[src/logic/fpu_pkg.sv]
// shared types for the floating-point coprocessor
// operation codes, IEEE-754 field layout, request/response bundles and register map
// imported by every RTL block of the FPU
package fpu_pkg;

    // ============================
    // operation codes
    // ============================
    // unlisted codes produce a zero result and a clear compare bit
    typedef enum logic [3:0] {
        op_add = 4'd1,
        op_sub = 4'd2,
        op_mul = 4'd3,
        op_div = 4'd4,
        op_abs = 4'd5,
        op_eq  = 4'd6,
        op_neq = 4'd7,
        op_slt = 4'd8,
        op_f2i = 4'd9,
        op_i2f = 4'd10
    } fp_op_e;

    typedef logic [31:0] fp_word_t;

    // single-precision field split
    typedef struct packed {
        logic       sign;
        logic [7:0] exp;
        logic [22:0] frac;
    } fp_fields_t;

    localparam int unsigned exp_bias = 127;

    // ============================
    // datapath bundles
    // ============================
    typedef struct packed {
        fp_op_e   op;
        fp_word_t a;
        fp_word_t b;
    } fpu_req_t;

    typedef struct packed {
        fp_word_t result;
        logic     cmp;
    } fpu_rsp_t;

    // word index, taken from bus address bits 4:2
    // status layout is bit 0 busy, bit 1 cmp
    typedef enum logic [2:0] {
        reg_op1    = 3'd0,
        reg_op2    = 3'd1,
        reg_opcode = 3'd2,
        reg_result = 3'd3,
        reg_status = 3'd4
    } reg_addr_e;

endpackage

[src/logic/floating_alu.sv]
`timescale 1ns/1ns
// combinational single-precision ALU of the coprocessor
// add, sub, mul, abs, compares and int conversions settle within one cycle
// the divide code yields zero here since the sequential divider owns it
module floating_alu (
    input  fpu_pkg::fpu_req_t req,
    output fpu_pkg::fpu_rsp_t rsp
);
    import fpu_pkg::*;

    fp_fields_t  a_f;
    fp_fields_t  b_f;
    logic [23:0] a_sig;
    logic [23:0] b_sig;
    logic        b_sign;

    logic [7:0]  exp_diff;
    logic [24:0] mant_a;
    logic [24:0] mant_b;
    logic [24:0] sum;
    logic [7:0]  res_exp;
    logic        res_sign;
    logic [47:0] product;
    logic [23:0] mant;
    logic        up;
    logic [7:0]  unb_exp;
    logic [31:0] as_int;
    logic [31:0] abs_a;
    logic [4:0]  msb;

    // round by adding one at the lsb when asked to, renormalize on wrap
    function automatic fp_word_t pack_rounded(input logic sign, input logic [7:0] exp,
                                              input logic [23:0] m, input logic round_up);
        logic [23:0] rnd;
        logic [7:0]  e;
        fp_word_t    w;
        rnd = m + 24'd1;
        e = exp;
        if (!round_up) begin
            w = {sign, e, m[22:0]};
        end else if (rnd[23]) begin
            w = {sign, e, rnd[22:0]};
        end else begin
            e = e + 8'd1;
            w = {sign, e, rnd[23:1]};
        end
        return w;
    endfunction

    assign a_f = req.a;
    assign b_f = req.b;
    assign a_sig = {1'b1, a_f.frac};
    assign b_sig = {1'b1, b_f.frac};
    // subtract is an add with the second sign flipped
    assign b_sign = (req.op == op_sub) ? ~b_f.sign : b_f.sign;

    always_comb begin
        rsp.result = '0;
        rsp.cmp = 1'b0;
        exp_diff = '0;
        mant_a = '0;
        mant_b = '0;
        sum = '0;
        res_exp = '0;
        res_sign = 1'b0;
        product = '0;
        mant = '0;
        up = 1'b0;
        unb_exp = '0;
        as_int = '0;
        abs_a = '0;
        msb = '0;

        case (req.op)
            op_add, op_sub: begin
                // align the smaller operand to the larger exponent
                if (a_f.exp > b_f.exp) begin
                    exp_diff = a_f.exp - b_f.exp;
                    mant_a = {1'b0, a_sig};
                    mant_b = {1'b0, b_sig} >> exp_diff;
                    res_exp = a_f.exp;
                    res_sign = a_f.sign;
                end else begin
                    exp_diff = b_f.exp - a_f.exp;
                    mant_a = {1'b0, a_sig} >> exp_diff;
                    mant_b = {1'b0, b_sig};
                    res_exp = b_f.exp;
                    res_sign = b_sign;
                end

                // signed-magnitude add
                if (a_f.sign == b_sign) begin
                    sum = mant_a + mant_b;
                    if (sum[24]) begin
                        sum = sum >> 1;
                        res_exp = res_exp + 8'd1;
                    end
                end else if (mant_a >= mant_b) begin
                    sum = mant_a - mant_b;
                    res_sign = a_f.sign;
                end else begin
                    sum = mant_b - mant_a;
                    res_sign = b_sign;
                end

                if (sum != '0) begin
                    // left-normalize after cancellation
                    for (int i = 0; i < 24; i++) begin
                        if (!sum[23] && res_exp > 8'd0) begin
                            sum = sum << 1;
                            res_exp = res_exp - 8'd1;
                        end
                    end
                    up = sum[1] & (sum[0] | sum[2]);
                    rsp.result = pack_rounded(res_sign, res_exp, sum[23:0], up);
                end
            end

            op_mul: begin
                product = 48'(a_sig) * 48'(b_sig);
                res_sign = a_f.sign ^ b_f.sign;
                if (product[47]) begin
                    res_exp = a_f.exp + b_f.exp - 8'(exp_bias) + 8'd1;
                    mant = product[47:24];
                    up = product[23] & (product[22] | product[21]);
                end else begin
                    res_exp = a_f.exp + b_f.exp - 8'(exp_bias);
                    mant = product[46:23];
                    up = product[22] & (product[21] | product[20]);
                end
                rsp.result = pack_rounded(res_sign, res_exp, mant, up);
            end

            op_abs: rsp.result = {1'b0, req.a[30:0]};

            op_eq: rsp.cmp = (req.a == req.b);

            op_neq: rsp.cmp = (req.a != req.b);

            op_slt: begin
                if (a_f.sign != b_f.sign) begin
                    rsp.cmp = a_f.sign;
                end else if (a_f.exp != b_f.exp) begin
                    rsp.cmp = (a_f.exp < b_f.exp) ^ a_f.sign;
                end else begin
                    rsp.cmp = (a_sig < b_sig) ^ a_f.sign;
                end
            end

            op_f2i: begin
                unb_exp = a_f.exp - 8'(exp_bias);
                if (a_f.exp == 8'hff || (a_f.exp >= 8'(exp_bias) && unb_exp > 8'd30)) begin
                    // saturate toward the sign
                    rsp.result = a_f.sign ? 32'h8000_0000 : 32'h7fff_ffff;
                end else if (a_f.exp >= 8'(exp_bias)) begin
                    if (unb_exp >= 8'd23) begin
                        as_int = 32'(a_sig) << (unb_exp - 8'd23);
                    end else begin
                        as_int = 32'(a_sig) >> (8'd23 - unb_exp);
                    end
                    rsp.result = a_f.sign ? -as_int : as_int;
                end
            end

            op_i2f: begin
                if (req.a != '0) begin
                    abs_a = req.a[31] ? -req.a : req.a;
                    for (int i = 0; i < 32; i++) begin
                        if (abs_a[i]) begin
                            msb = 5'(i);
                        end
                    end
                    res_exp = 8'(exp_bias) + {3'b000, msb};
                    // bits below the 24-bit window are dropped
                    if (msb >= 5'd23) begin
                        mant = 24'(abs_a >> (msb - 5'd23));
                    end else begin
                        mant = 24'(abs_a << (5'd23 - msb));
                    end
                    rsp.result = {req.a[31], res_exp, mant[22:0]};
                end
            end

            // op_div and unknown codes leave the zero defaults
            default: ;
        endcase
    end

endmodule

[src/logic/fp_divider.sv]
`timescale 1ns/1ns
// sequential restoring divider for single-precision operands
// one quotient bit per cycle, 25 bits, then one normalization cycle with done high
module fp_divider (
    input  logic              clk,
    input  logic              rst_n,
    input  logic              start,
    input  fpu_pkg::fpu_req_t req,
    output logic              done,
    output fpu_pkg::fpu_rsp_t rsp
);
    import fpu_pkg::*;

    typedef enum logic [1:0] {
        st_idle,
        st_run,
        st_norm
    } div_state_e;

    div_state_e        state;
    logic [4:0]        bit_cnt;
    logic [24:0]       rem;
    logic [23:0]       den;
    logic [24:0]       quo;
    logic signed [9:0] exp_int;
    logic              res_sign;

    fp_fields_t        a_f;
    fp_fields_t        b_f;
    logic [24:0]       rem_in;
    logic [23:0]       den_in;
    logic              q_bit;
    logic [24:0]       rem_sub;

    logic signed [8:0] shift;
    logic signed [9:0] norm_exp;
    logic [7:0]        res_exp;
    logic [24:0]       quo_sh;
    logic              found;

    assign a_f = req.a;
    assign b_f = req.b;

    // the start cycle already resolves the first quotient bit from the request
    assign rem_in = start ? {2'b01, a_f.frac} : rem;
    assign den_in = start ? {1'b1, b_f.frac} : den;
    assign q_bit = (rem_in >= {1'b0, den_in});
    assign rem_sub = q_bit ? rem_in - {1'b0, den_in} : rem_in;

    always_ff @(posedge clk or negedge rst_n) begin
        if (!rst_n) begin
            state <= st_idle;
            bit_cnt <= '0;
        end else if (start) begin
            state <= st_run;
            bit_cnt <= 5'd1;
        end else begin
            case (state)
                st_run: begin
                    bit_cnt <= bit_cnt + 5'd1;
                    if (bit_cnt == 5'd24) begin
                        state <= st_norm;
                    end
                end
                default: state <= st_idle;
            endcase
        end
    end

    // remainder, divisor and quotient shift register
    always_ff @(posedge clk) begin
        if (start) begin
            exp_int <= {2'b00, a_f.exp} - {2'b00, b_f.exp} + 10'(exp_bias);
            res_sign <= a_f.sign ^ b_f.sign;
        end
        if (start || state == st_run) begin
            rem <= rem_sub << 1;
            den <= den_in;
            quo <= start ? {24'd0, q_bit} : {quo[23:0], q_bit};
        end
    end

    // ============================
    // normalization and clamp
    // ============================
    always_comb begin
        shift = 9'sd0;
        found = 1'b0;
        quo_sh = quo;
        // leading one in bit 24 keeps the exponent and drops bit 0
        if (!quo[24]) begin
            for (int i = 24; i >= 0; i--) begin
                if (!found) begin
                    if (quo[i]) begin
                        found = 1'b1;
                    end else begin
                        shift = shift + 9'sd1;
                    end
                end
            end
            quo_sh = quo << shift;
        end
        norm_exp = exp_int - shift;
        // exponent clamped to 0..255
        if (norm_exp <= 10'sd0) begin
            res_exp = 8'd0;
        end else if (norm_exp > 10'sd255) begin
            res_exp = 8'hff;
        end else begin
            res_exp = norm_exp[7:0];
        end
        rsp.result = {res_sign, res_exp, quo_sh[23:1]};
        rsp.cmp = 1'b0;
    end

    assign done = (state == st_norm);

endmodule

[src/logic/fpu_wb_regs.sv]
`timescale 1ns/1ns
// Wishbone classic slave holding operands, opcode, result and status
// an opcode write starts the operation, later opcode writes stall until busy clears
module fpu_wb_regs #(
    parameter int ADDR_W = 8
) (
    input  logic              clk,
    input  logic              rst_n,
    input  logic              wb_cyc,
    input  logic              wb_stb,
    input  logic              wb_we,
    input  logic [ADDR_W-1:0] wb_adr,
    input  fpu_pkg::fp_word_t wb_dat_w,
    output fpu_pkg::fp_word_t wb_dat_r,
    output logic              wb_ack,
    output fpu_pkg::fpu_req_t req,
    input  fpu_pkg::fpu_rsp_t alu_rsp,
    output logic              div_start,
    input  logic              div_done,
    input  fpu_pkg::fpu_rsp_t div_rsp
);
    import fpu_pkg::*;

    reg_addr_e addr;
    logic      access;
    logic      op_write;
    logic      ack_next;
    logic      busy;
    // opcode was captured on the previous edge
    logic      issued;
    fpu_rsp_t  res;

    assign addr = reg_addr_e'(wb_adr[4:2]);
    assign access = wb_cyc && wb_stb && !wb_ack;
    assign op_write = wb_we && (addr == reg_opcode);
    // back-pressure on the opcode register while an operation runs
    assign ack_next = access && !(op_write && busy);

    always_ff @(posedge clk or negedge rst_n) begin
        if (!rst_n) begin
            wb_ack <= 1'b0;
            req <= '0;
            res <= '0;
            busy <= 1'b0;
            issued <= 1'b0;
            div_start <= 1'b0;
        end else begin
            wb_ack <= ack_next;
            issued <= 1'b0;
            div_start <= issued && (req.op == op_div);

            if (ack_next && wb_we) begin
                case (addr)
                    reg_op1: req.a <= wb_dat_w;
                    reg_op2: req.b <= wb_dat_w;
                    reg_opcode: begin
                        req.op <= fp_op_e'(wb_dat_w[3:0]);
                        busy <= 1'b1;
                        issued <= 1'b1;
                    end
                    default: ;
                endcase
            end

            // ALU ops finish one cycle after capture
            if (issued && req.op != op_div) begin
                res <= alu_rsp;
                busy <= 1'b0;
            end
            if (div_done) begin
                res <= div_rsp;
                busy <= 1'b0;
            end
        end
    end

    // read mux, unmapped words read as zero
    always_comb begin
        case (addr)
            reg_op1:    wb_dat_r = req.a;
            reg_op2:    wb_dat_r = req.b;
            reg_opcode: wb_dat_r = {28'd0, req.op};
            reg_result: wb_dat_r = res.result;
            reg_status: wb_dat_r = {30'd0, res.cmp, busy};
            default:    wb_dat_r = '0;
        endcase
    end

endmodule

[src/logic/fpu_top.sv]
`timescale 1ns/1ns
// top level of the floating-point coprocessor
// Wishbone register block feeding the combinational ALU and the divider
module fpu_top #(
    parameter int ADDR_W = 8
) (
    input  logic              clk,
    input  logic              rst_n,
    input  logic              wb_cyc,
    input  logic              wb_stb,
    input  logic              wb_we,
    input  logic [ADDR_W-1:0] wb_adr,
    input  fpu_pkg::fp_word_t wb_dat_w,
    output fpu_pkg::fp_word_t wb_dat_r,
    output logic              wb_ack
);
    import fpu_pkg::*;

    fpu_req_t req;
    fpu_rsp_t alu_rsp;
    fpu_rsp_t div_rsp;
    logic     div_start;
    logic     div_done;

    fpu_wb_regs #(
        .ADDR_W(ADDR_W)
    ) u_regs (
        .clk(clk),
        .rst_n(rst_n),
        .wb_cyc(wb_cyc),
        .wb_stb(wb_stb),
        .wb_we(wb_we),
        .wb_adr(wb_adr),
        .wb_dat_w(wb_dat_w),
        .wb_dat_r(wb_dat_r),
        .wb_ack(wb_ack),
        .req(req),
        .alu_rsp(alu_rsp),
        .div_start(div_start),
        .div_done(div_done),
        .div_rsp(div_rsp)
    );

    floating_alu u_alu (
        .req(req),
        .rsp(alu_rsp)
    );

    fp_divider u_div (
        .clk(clk),
        .rst_n(rst_n),
        .start(div_start),
        .req(req),
        .done(div_done),
        .rsp(div_rsp)
    );

endmodule

[config.mk]
export PLATFORM = sky130hd
export DESIGN_NAME = fpu_top
export DESIGN_NICKNAME = d
export VERILOG_FILES = /design/src/logic/fpu_pkg.sv /design/src/logic/floating_alu.sv /design/src/logic/fp_divider.sv /design/src/logic/fpu_wb_regs.sv /design/src/logic/fpu_top.sv
export SDC_FILE = /design/constraint.sdc
export NUM_CORES = 2
export LEC_CHECK = 0
export ABC_CLOCK_PERIOD_IN_PS = 134000
export BUFFER_PORTS_ARGS = -buffer_cell sky130_fd_sc_hd__buf_2
export CAP_MARGIN = 0
export CORE_AREA = 2 2 391 393
export DETAILED_ROUTE_END_ITERATION = 12
export DIE_AREA = 0 0 393 395
export MAX_ROUTING_LAYER = met4
export PLACE_DENSITY = 0.59
export SETUP_SLACK_MARGIN = 0.2
export SLEW_MARGIN = 40
export SYNTH_ARGS = -nofsm -noshare
export SYNTH_HDL_FRONTEND = slang
export SYNTH_SLANG_ARGS = --single-unit
[constraint.sdc]
create_clock -name clk -period 134 [get_ports clk]
set_input_delay 20.1 -clock clk [delete_from_list [all_inputs] [get_ports clk]]
set_output_delay 20.1 -clock clk [all_outputs]
set_load 0.05 [all_outputs]
; ---- Word level (Yosys, flattened, before mapping)
; Index checks and enable logic that the tools add are counted.
[word_totals]
ff_bits = 196
in_bits = 45
output_inout_bits = 33
[classes]
n_addsub = 74
n_mul = 1
magnitude_cmp = 35
n_eq_ne = 25
shift = 7
mux = 384
bitwise = 10
reduce_logical = 73
[ops]
columns = operator, n
row1 = $mux 24, 78
row2 = $mux 9, 74
row3 = $mux 8, 81
row4 = $mux 32, 11
row5 = $pmux 32 s5, 2
row6 = $add 9x2->9 const B, 24
row7 = $mux 25, 8
row8 = $gt 8x1->1 const B, 24
row9 = $sub 8x1->8 const B, 24
row10 = $mux 31, 4
row11 = $mux 5, 20
row12 = $mux 1, 85
row13 = $mux 33, 2
row14 = $neg 32->32, 2
row15 = $shr 24x8->25, 2
row16 = $sub 25x25->25, 2
row17 = $add 24x1->24 const B, 2
row18 = $mul 24x24->48, 1
row19 = $logic_and 1x1->1, 33
row20 = $add 8x1->8 const B, 4
row21 = $eq 32x32->1, 1
row22 = $mux 4, 8
row23 = $ne 32x32->1, 1
row24 = $reduce_bool 32->1, 1
row25 = other kinds (62), 115

; ---- Logic depth before layout (Yosys ltp)
[depth]
depth_word = 135
ltp_mapped = 229
mapped_depth_nobuf = 179

; ---- By module
; From an unflattened synthesis, not the netlist that was laid out.
[unflattened]
cells_unflattened = 9289
hier_area_um2 = 68669.6
[modules_own_cells]
columns = mod, n_inst, cells_each, area_each_um2, seq_area_each_um2
row1 = floating_alu, 1, 7678, 53334.9, 0.0
row2 = fp_divider, 1, 1194, 10029.6, 2697.6
row3 = fpu_wb_regs, 1, 417, 5305.1, 2627.5

; ---- Least setup slack after synthesis
; OpenSTA, ideal clock, no wires.
[synth_path]
kind = reg-to-reg
from = register, netlist name u_regs.req[55]
to = register u_regs.res[20] in the netlist's numbering
setup_ns = 0.124
t_arrival_ns = 48.745
required_time_ns = 133.876
path_slack_ns = 85.131
path_stages_with_launch = 225
period_less_slack_ns = 48.869
cell_sequence = dfrtp_1 -> inv_1 -> clkbuf_1 -> ha_1 -> buf_2 -> nand4b_1 -> nor3_1 -> nor2_1 -> nor2_1 -> clkbuf_1 -> clkbuf_1 -> clkbuf_1 -> nand2_1 -> nor3_1 -> a32o_1 -> ha_1 -> clkbuf_1 -> a21oi_1 -> (+189 left out) -> nand2_1 -> clkbuf_1 -> xnor2_1 -> ha_1 -> and3_1 -> o2111ai_2 -> nand2_2 -> buf_6 -> clkbuf_1 -> clkbuf_1 -> a32o_1 -> ha_1 -> o211ai_1 -> or3_1 -> or3b_1 -> and3_1 -> a211oi_1 -> o21ai_1
[synth_via]
elab_chain_cells = 135
elab_cells_between_ends = 309
classes_between = add/sub: 37 / order compare: 30 / eq/ne: 1 / shift: 6 / mux: 181 / bitwise: 2 / reduce/logical: 52
[synth_lines]
columns = item, line_no
row1 = $sub 8x8->8 (on tied branches), "floating_alu.sv:84, floating_alu.sv:78"
row2 = $shr 24x8->25 (on tied branches), "floating_alu.sv:85, floating_alu.sv:80"
row3 = $mux 25, floating_alu.sv:77  ; if (a_f.exp > b_f.exp) begin
row4 = $mux 25, floating_alu.sv:74  ; case (req.op)
row5 = $add 25x25->25 (tied with other cells), floating_alu.sv:93  ; sum = mant_a + mant_b;
row6 = $mux 8 (tied with other cells), floating_alu.sv:94  ; if (sum[24]) begin
row7 = $mux 8 or $mux 25 (tied branches), floating_alu.sv:92  ; if (a_f.sign == b_sign) begin
row8 = $mux 8 or $mux 25 (tied branches), floating_alu.sv:74
row9 = (+119 left out), n/a
row10 = $mux 24, floating_alu.sv:74
row11 = $add 24x1->24 or $or 1x1->1 (tied branches), "floating_alu.sv:37, floating_alu.sv:114"
row12 = $mux 31 or $and 1x1->1 (tied branches), "floating_alu.sv:41, floating_alu.sv:114"
row13 = $mux 31, floating_alu.sv:39  ; if (!round_up) begin
row14 = $mux 32, floating_alu.sv:106  ; if (sum != '0) begin
row15 = $pmux 32 s5 *, floating_alu.sv:74
row16 = $mux 33 *, fpu_wb_regs.sv:66  ; if (issued && req.op != op_div) begin
row17 = $mux 33 *, fpu_wb_regs.sv:70  ; if (div_done) begin
row18 = to (signal assigned), fpu_wb_regs.sv:67  ; res <= alu_rsp;
row19 = to (signal assigned), fpu_wb_regs.sv:71  ; res <= div_rsp;
row20 = to (decl), fpu_wb_regs.sv:31  ; fpu_rsp_t res;
; Every way passes the cells marked *; elsewhere a longest branch is shown, timed or not. The select of a mux whose other input is x is not followed.
; A chain may end at the register's enable or synchronous reset.

; ---- Worst setup path in the final report
[layout_path]
from = register, netlist name u_regs.req[56]
to = register u_regs.res[23] in the netlist's numbering
[layout_via]
elab_chain_cells = 135
elab_cells_between_ends = 308
classes_between = add/sub: 37 / order compare: 30 / eq/ne: 1 / shift: 6 / mux: 180 / bitwise: 2 / reduce/logical: 52
[layout_lines]
columns = item, line_no
row1 = $sub 8x8->8 (on tied branches), "floating_alu.sv:84, floating_alu.sv:78"
row2 = $shr 24x8->25 (on tied branches), "floating_alu.sv:85, floating_alu.sv:80"
row3 = $mux 25, floating_alu.sv:77
row4 = $mux 25, floating_alu.sv:74
row5 = $add 25x25->25 (tied with other cells), floating_alu.sv:93
row6 = $mux 8 (tied with other cells), floating_alu.sv:94
row7 = $mux 8 or $mux 25 (tied branches), floating_alu.sv:92
row8 = $mux 8 or $mux 25 (tied branches), floating_alu.sv:74
row9 = (+119 left out), n/a
row10 = $mux 24, floating_alu.sv:74
row11 = $add 24x1->24 or $or 1x1->1 (tied branches), "floating_alu.sv:37, floating_alu.sv:114"
row12 = $mux 31 or $and 1x1->1 (tied branches), "floating_alu.sv:41, floating_alu.sv:114"
row13 = $mux 31, floating_alu.sv:39
row14 = $mux 32, floating_alu.sv:106
row15 = $pmux 32 s5 *, floating_alu.sv:74
row16 = $mux 33 *, fpu_wb_regs.sv:66
row17 = $mux 33 *, fpu_wb_regs.sv:70
; Marked as above.

==> metrics <==
Initial Util 0.446; CTS tree done; #FFs+latches synth 196; most common cell in the netlist nand2_1; core box area 151000 sq um; clk slew on worst S/H paths 90 ps; Netlist cell types 144; die area 155000 sq um; Crit path largest cell delay 840 ps; most frequent CP cell ha_1; setup TNS 0 ps; max-slew violation count 0; CTS max path bufs 2; Top-Level Pins 78; post-CTS setup buffer count 0; # port buffers 72; critical path class flop to flop; Clock Skew 24.8 ps; yosys warns 0; Post-Syn Area 67400 sq um; gr usage total 0.342; largest family of logic cells by synthesized area compound AO/OA/AOI/OAI gates; synthesized net count 10300; ys async rst share 0.571; Mean Syn Cell Area 7.25 sq um; initial antenna violation count 17; Clock H-tree levels 4; drt pass-1 iters 12; ratio of cells with drive above 1 in the final layout 0.0820; largest net degree at the start of global routing 70; Clock Tree Root clkbuf_16; initial drt markers 7291; top-area cell type share of the netlist area 0.145; status finished with violations; Worst Path Max Fanout 39; global-route wire length before repair 400000 um; max cap viols 0; Post-synth top cells nand2_1, nor2_1, inv_1; vias after detailed routing 68900; area delta synth->final 4.60%; Setup crit start kind flop; Slew @ Worst Pin 869 ps; CP Capture Type flop; final wirelength 263000 um; max frequency 19.0 MHz; post-route ant nets 0; R2R setup slack 81380 ps; DR vias/cell 6.25; Synth Flop Type dfrtp_1; RSZ-0062 raised after global routing false; Final Hold Fails 0; post-synthesis mux area share 0.107; CTS sink count 196; Compound-Gate Fraction of Synth Area 0.233; xor/xnor cell area share of the yosys netlist 0.0461; worst min path class flop to flop; failing checks design-rule violations; Hold Buf Count CTS 0; Post-synth EDFFs 84; GRT Residual Overflow 0; die width 393 um; nets@finish 9935; die height 395 um; final core utilization 0.466; Period Utilization, post-route 0.393; Synth area leaders fa_1, ha_1, nand2_1; Post-DP HPWL 204000 um; DRC 2; Row Count 143; Yosys top cell by area fa_1; sequential-to-total area share from yosys stat 0.0790; wire per inst 23.9 um; slew margin rel. 0.404; Worst Path Required 134400 ps; vias in the first global route 65600; cts bufs inserted 17; CTS resizes 0; cells after synthesis 9299; post-synthesis simple-gate area fraction 0.229; CP Data Arrival Time 53020 ps; final setup fails 0; Final min period 52620 ps; fillers 15500; RD Place Congestion 1.03; Worst path slowest cell dfrtp_1; Clk Latency, worst-skew pair 560 ps; Post-Synth Adder-Cell Area 0.224
[worst paths after layout]
kind / from / endpoint / cells past startpoint
worst max-delay path: u_regs.req[56] / u_regs.res[23] / 184
worst min-delay path: u_regs.res[16] / u_regs.res[16] / 2
worst max register to register: u_regs.req[56] / u_regs.res[23] / 184
worst min register to register: u_regs.res[16] / u_regs.res[16] / 2
max in group asynchronous: rst_n / u_regs.req[43] / 2
min in group asynchronous: rst_n / u_regs.res[17] / 1
[flip-flops by register name (all words and copies together), names as in the netlist]
register / flops
u_div.state: 2
u_regs.div_start: 1
u_div.exp_int: 10
u_div.rem: 24
u_regs.req: 68
u_regs.issued: 1
u_regs.wb_ack: 1
u_div.bit_cnt: 5
u_div.res_sign: 1
u_regs.res: 33
u_div.den: 24
u_div.quo: 25
u_regs.busy: 1
[cells in the final DEF (no fill, tap or decap), drive strengths merged, types with 25 or more instances in the layout]
master,Yosys,final
xnor2,248,248
a21o,118,118
mux4,34,34
or3,48,48
o31ai,53,53
or2,48,48
a211oi,89,89
nor2,861,861
nor3,163,163
a22oi,30,30
o21a,44,44
o2111ai,25,25
nor2b,70,70
o21ai,641,641
mux2i,441,441
xor2,101,101
nand2b,78,78
a21oi,714,714
a21boi,28,28
inv,829,838
nand4,79,79
a31oi,97,97
o221ai,38,38
edfxtp,84,84
nor4,62,62
a221oi,48,48
buf,103,254
ha,423,423
and2,225,225
nand2,1276,1276
o21bai,44,44
o211ai,73,73
fa,489,489
nand3,209,209
dfrtp,112,112
and3,76,76
nor3b,28,28
mux2,178,178
o22ai,61,61
[layout make-up]
cell class,count,area [sq um],share of cell area
multi-input cells,7667,57000,0.809
inverters,842,3160,0.0448
repair buffers,254,1760,0.0250
diodes,13,32.5,0.000461
clock buffers,17,425,0.00603
clock inverters,15,208,0.00294
flip-flops and latches,196,5350,0.0759
well taps,2030,2540,0.0360
[cells by family (layout without fill, tap and decap cells)]
group                    count (synthesis)  count (layout)
AO/OA/AOI/OAI                         2431            2431
XOR/XNOR                               349             349
adder cells (fa/ha/maj)                917             917
buffers and inverters                 1436            1128
flip-flops                             196             196
multiplexers                           653             653
other                                    0              13
AND/OR/NAND/NOR                       3317            3317
[per-stage QoR]
step / instance area (sq um) / std cells / hold slack, ps / setup WS, ps
floorplan: 67400 / 9299 / 449 / 85130
global placement: 69600 / 11000 / 468 / 80050
detailed placement: 69800 / 11000 / 484 / 81580
CTS: 70400 / 11000 / 500 / 81300
global route: 70500 / 11000 / 537 / 77360
finish: 70500 / 11000 / 509 / 81380
[critical path, delay by kind of cell (launching register included)]
kind	cells	cell delay (ps)
AO/OA/AOI/OAI	52	16640
XOR/XNOR	15	3990
adder cells (fa/ha/maj)	25	6850
buffers and inverters	34	6750
flip-flops	1	840
multiplexers	5	1680
AND/OR/NAND/NOR	53	15540
[metal layers]
layer | vias up | global-route usage | share of wire
li1 | 31800 | - | -
met1 | 33800 | 0.460 | 0.44
met2 | 2834 | 0.521 | 0.44
met3 | 468 | 0.0578 | 0.082
met4 | 0 | 0.111 | 0.037
met5 | - | - | 0
Power is not shown: default switching activity piles up to over one toggle a cycle in this logic, so the estimate is an artifact.
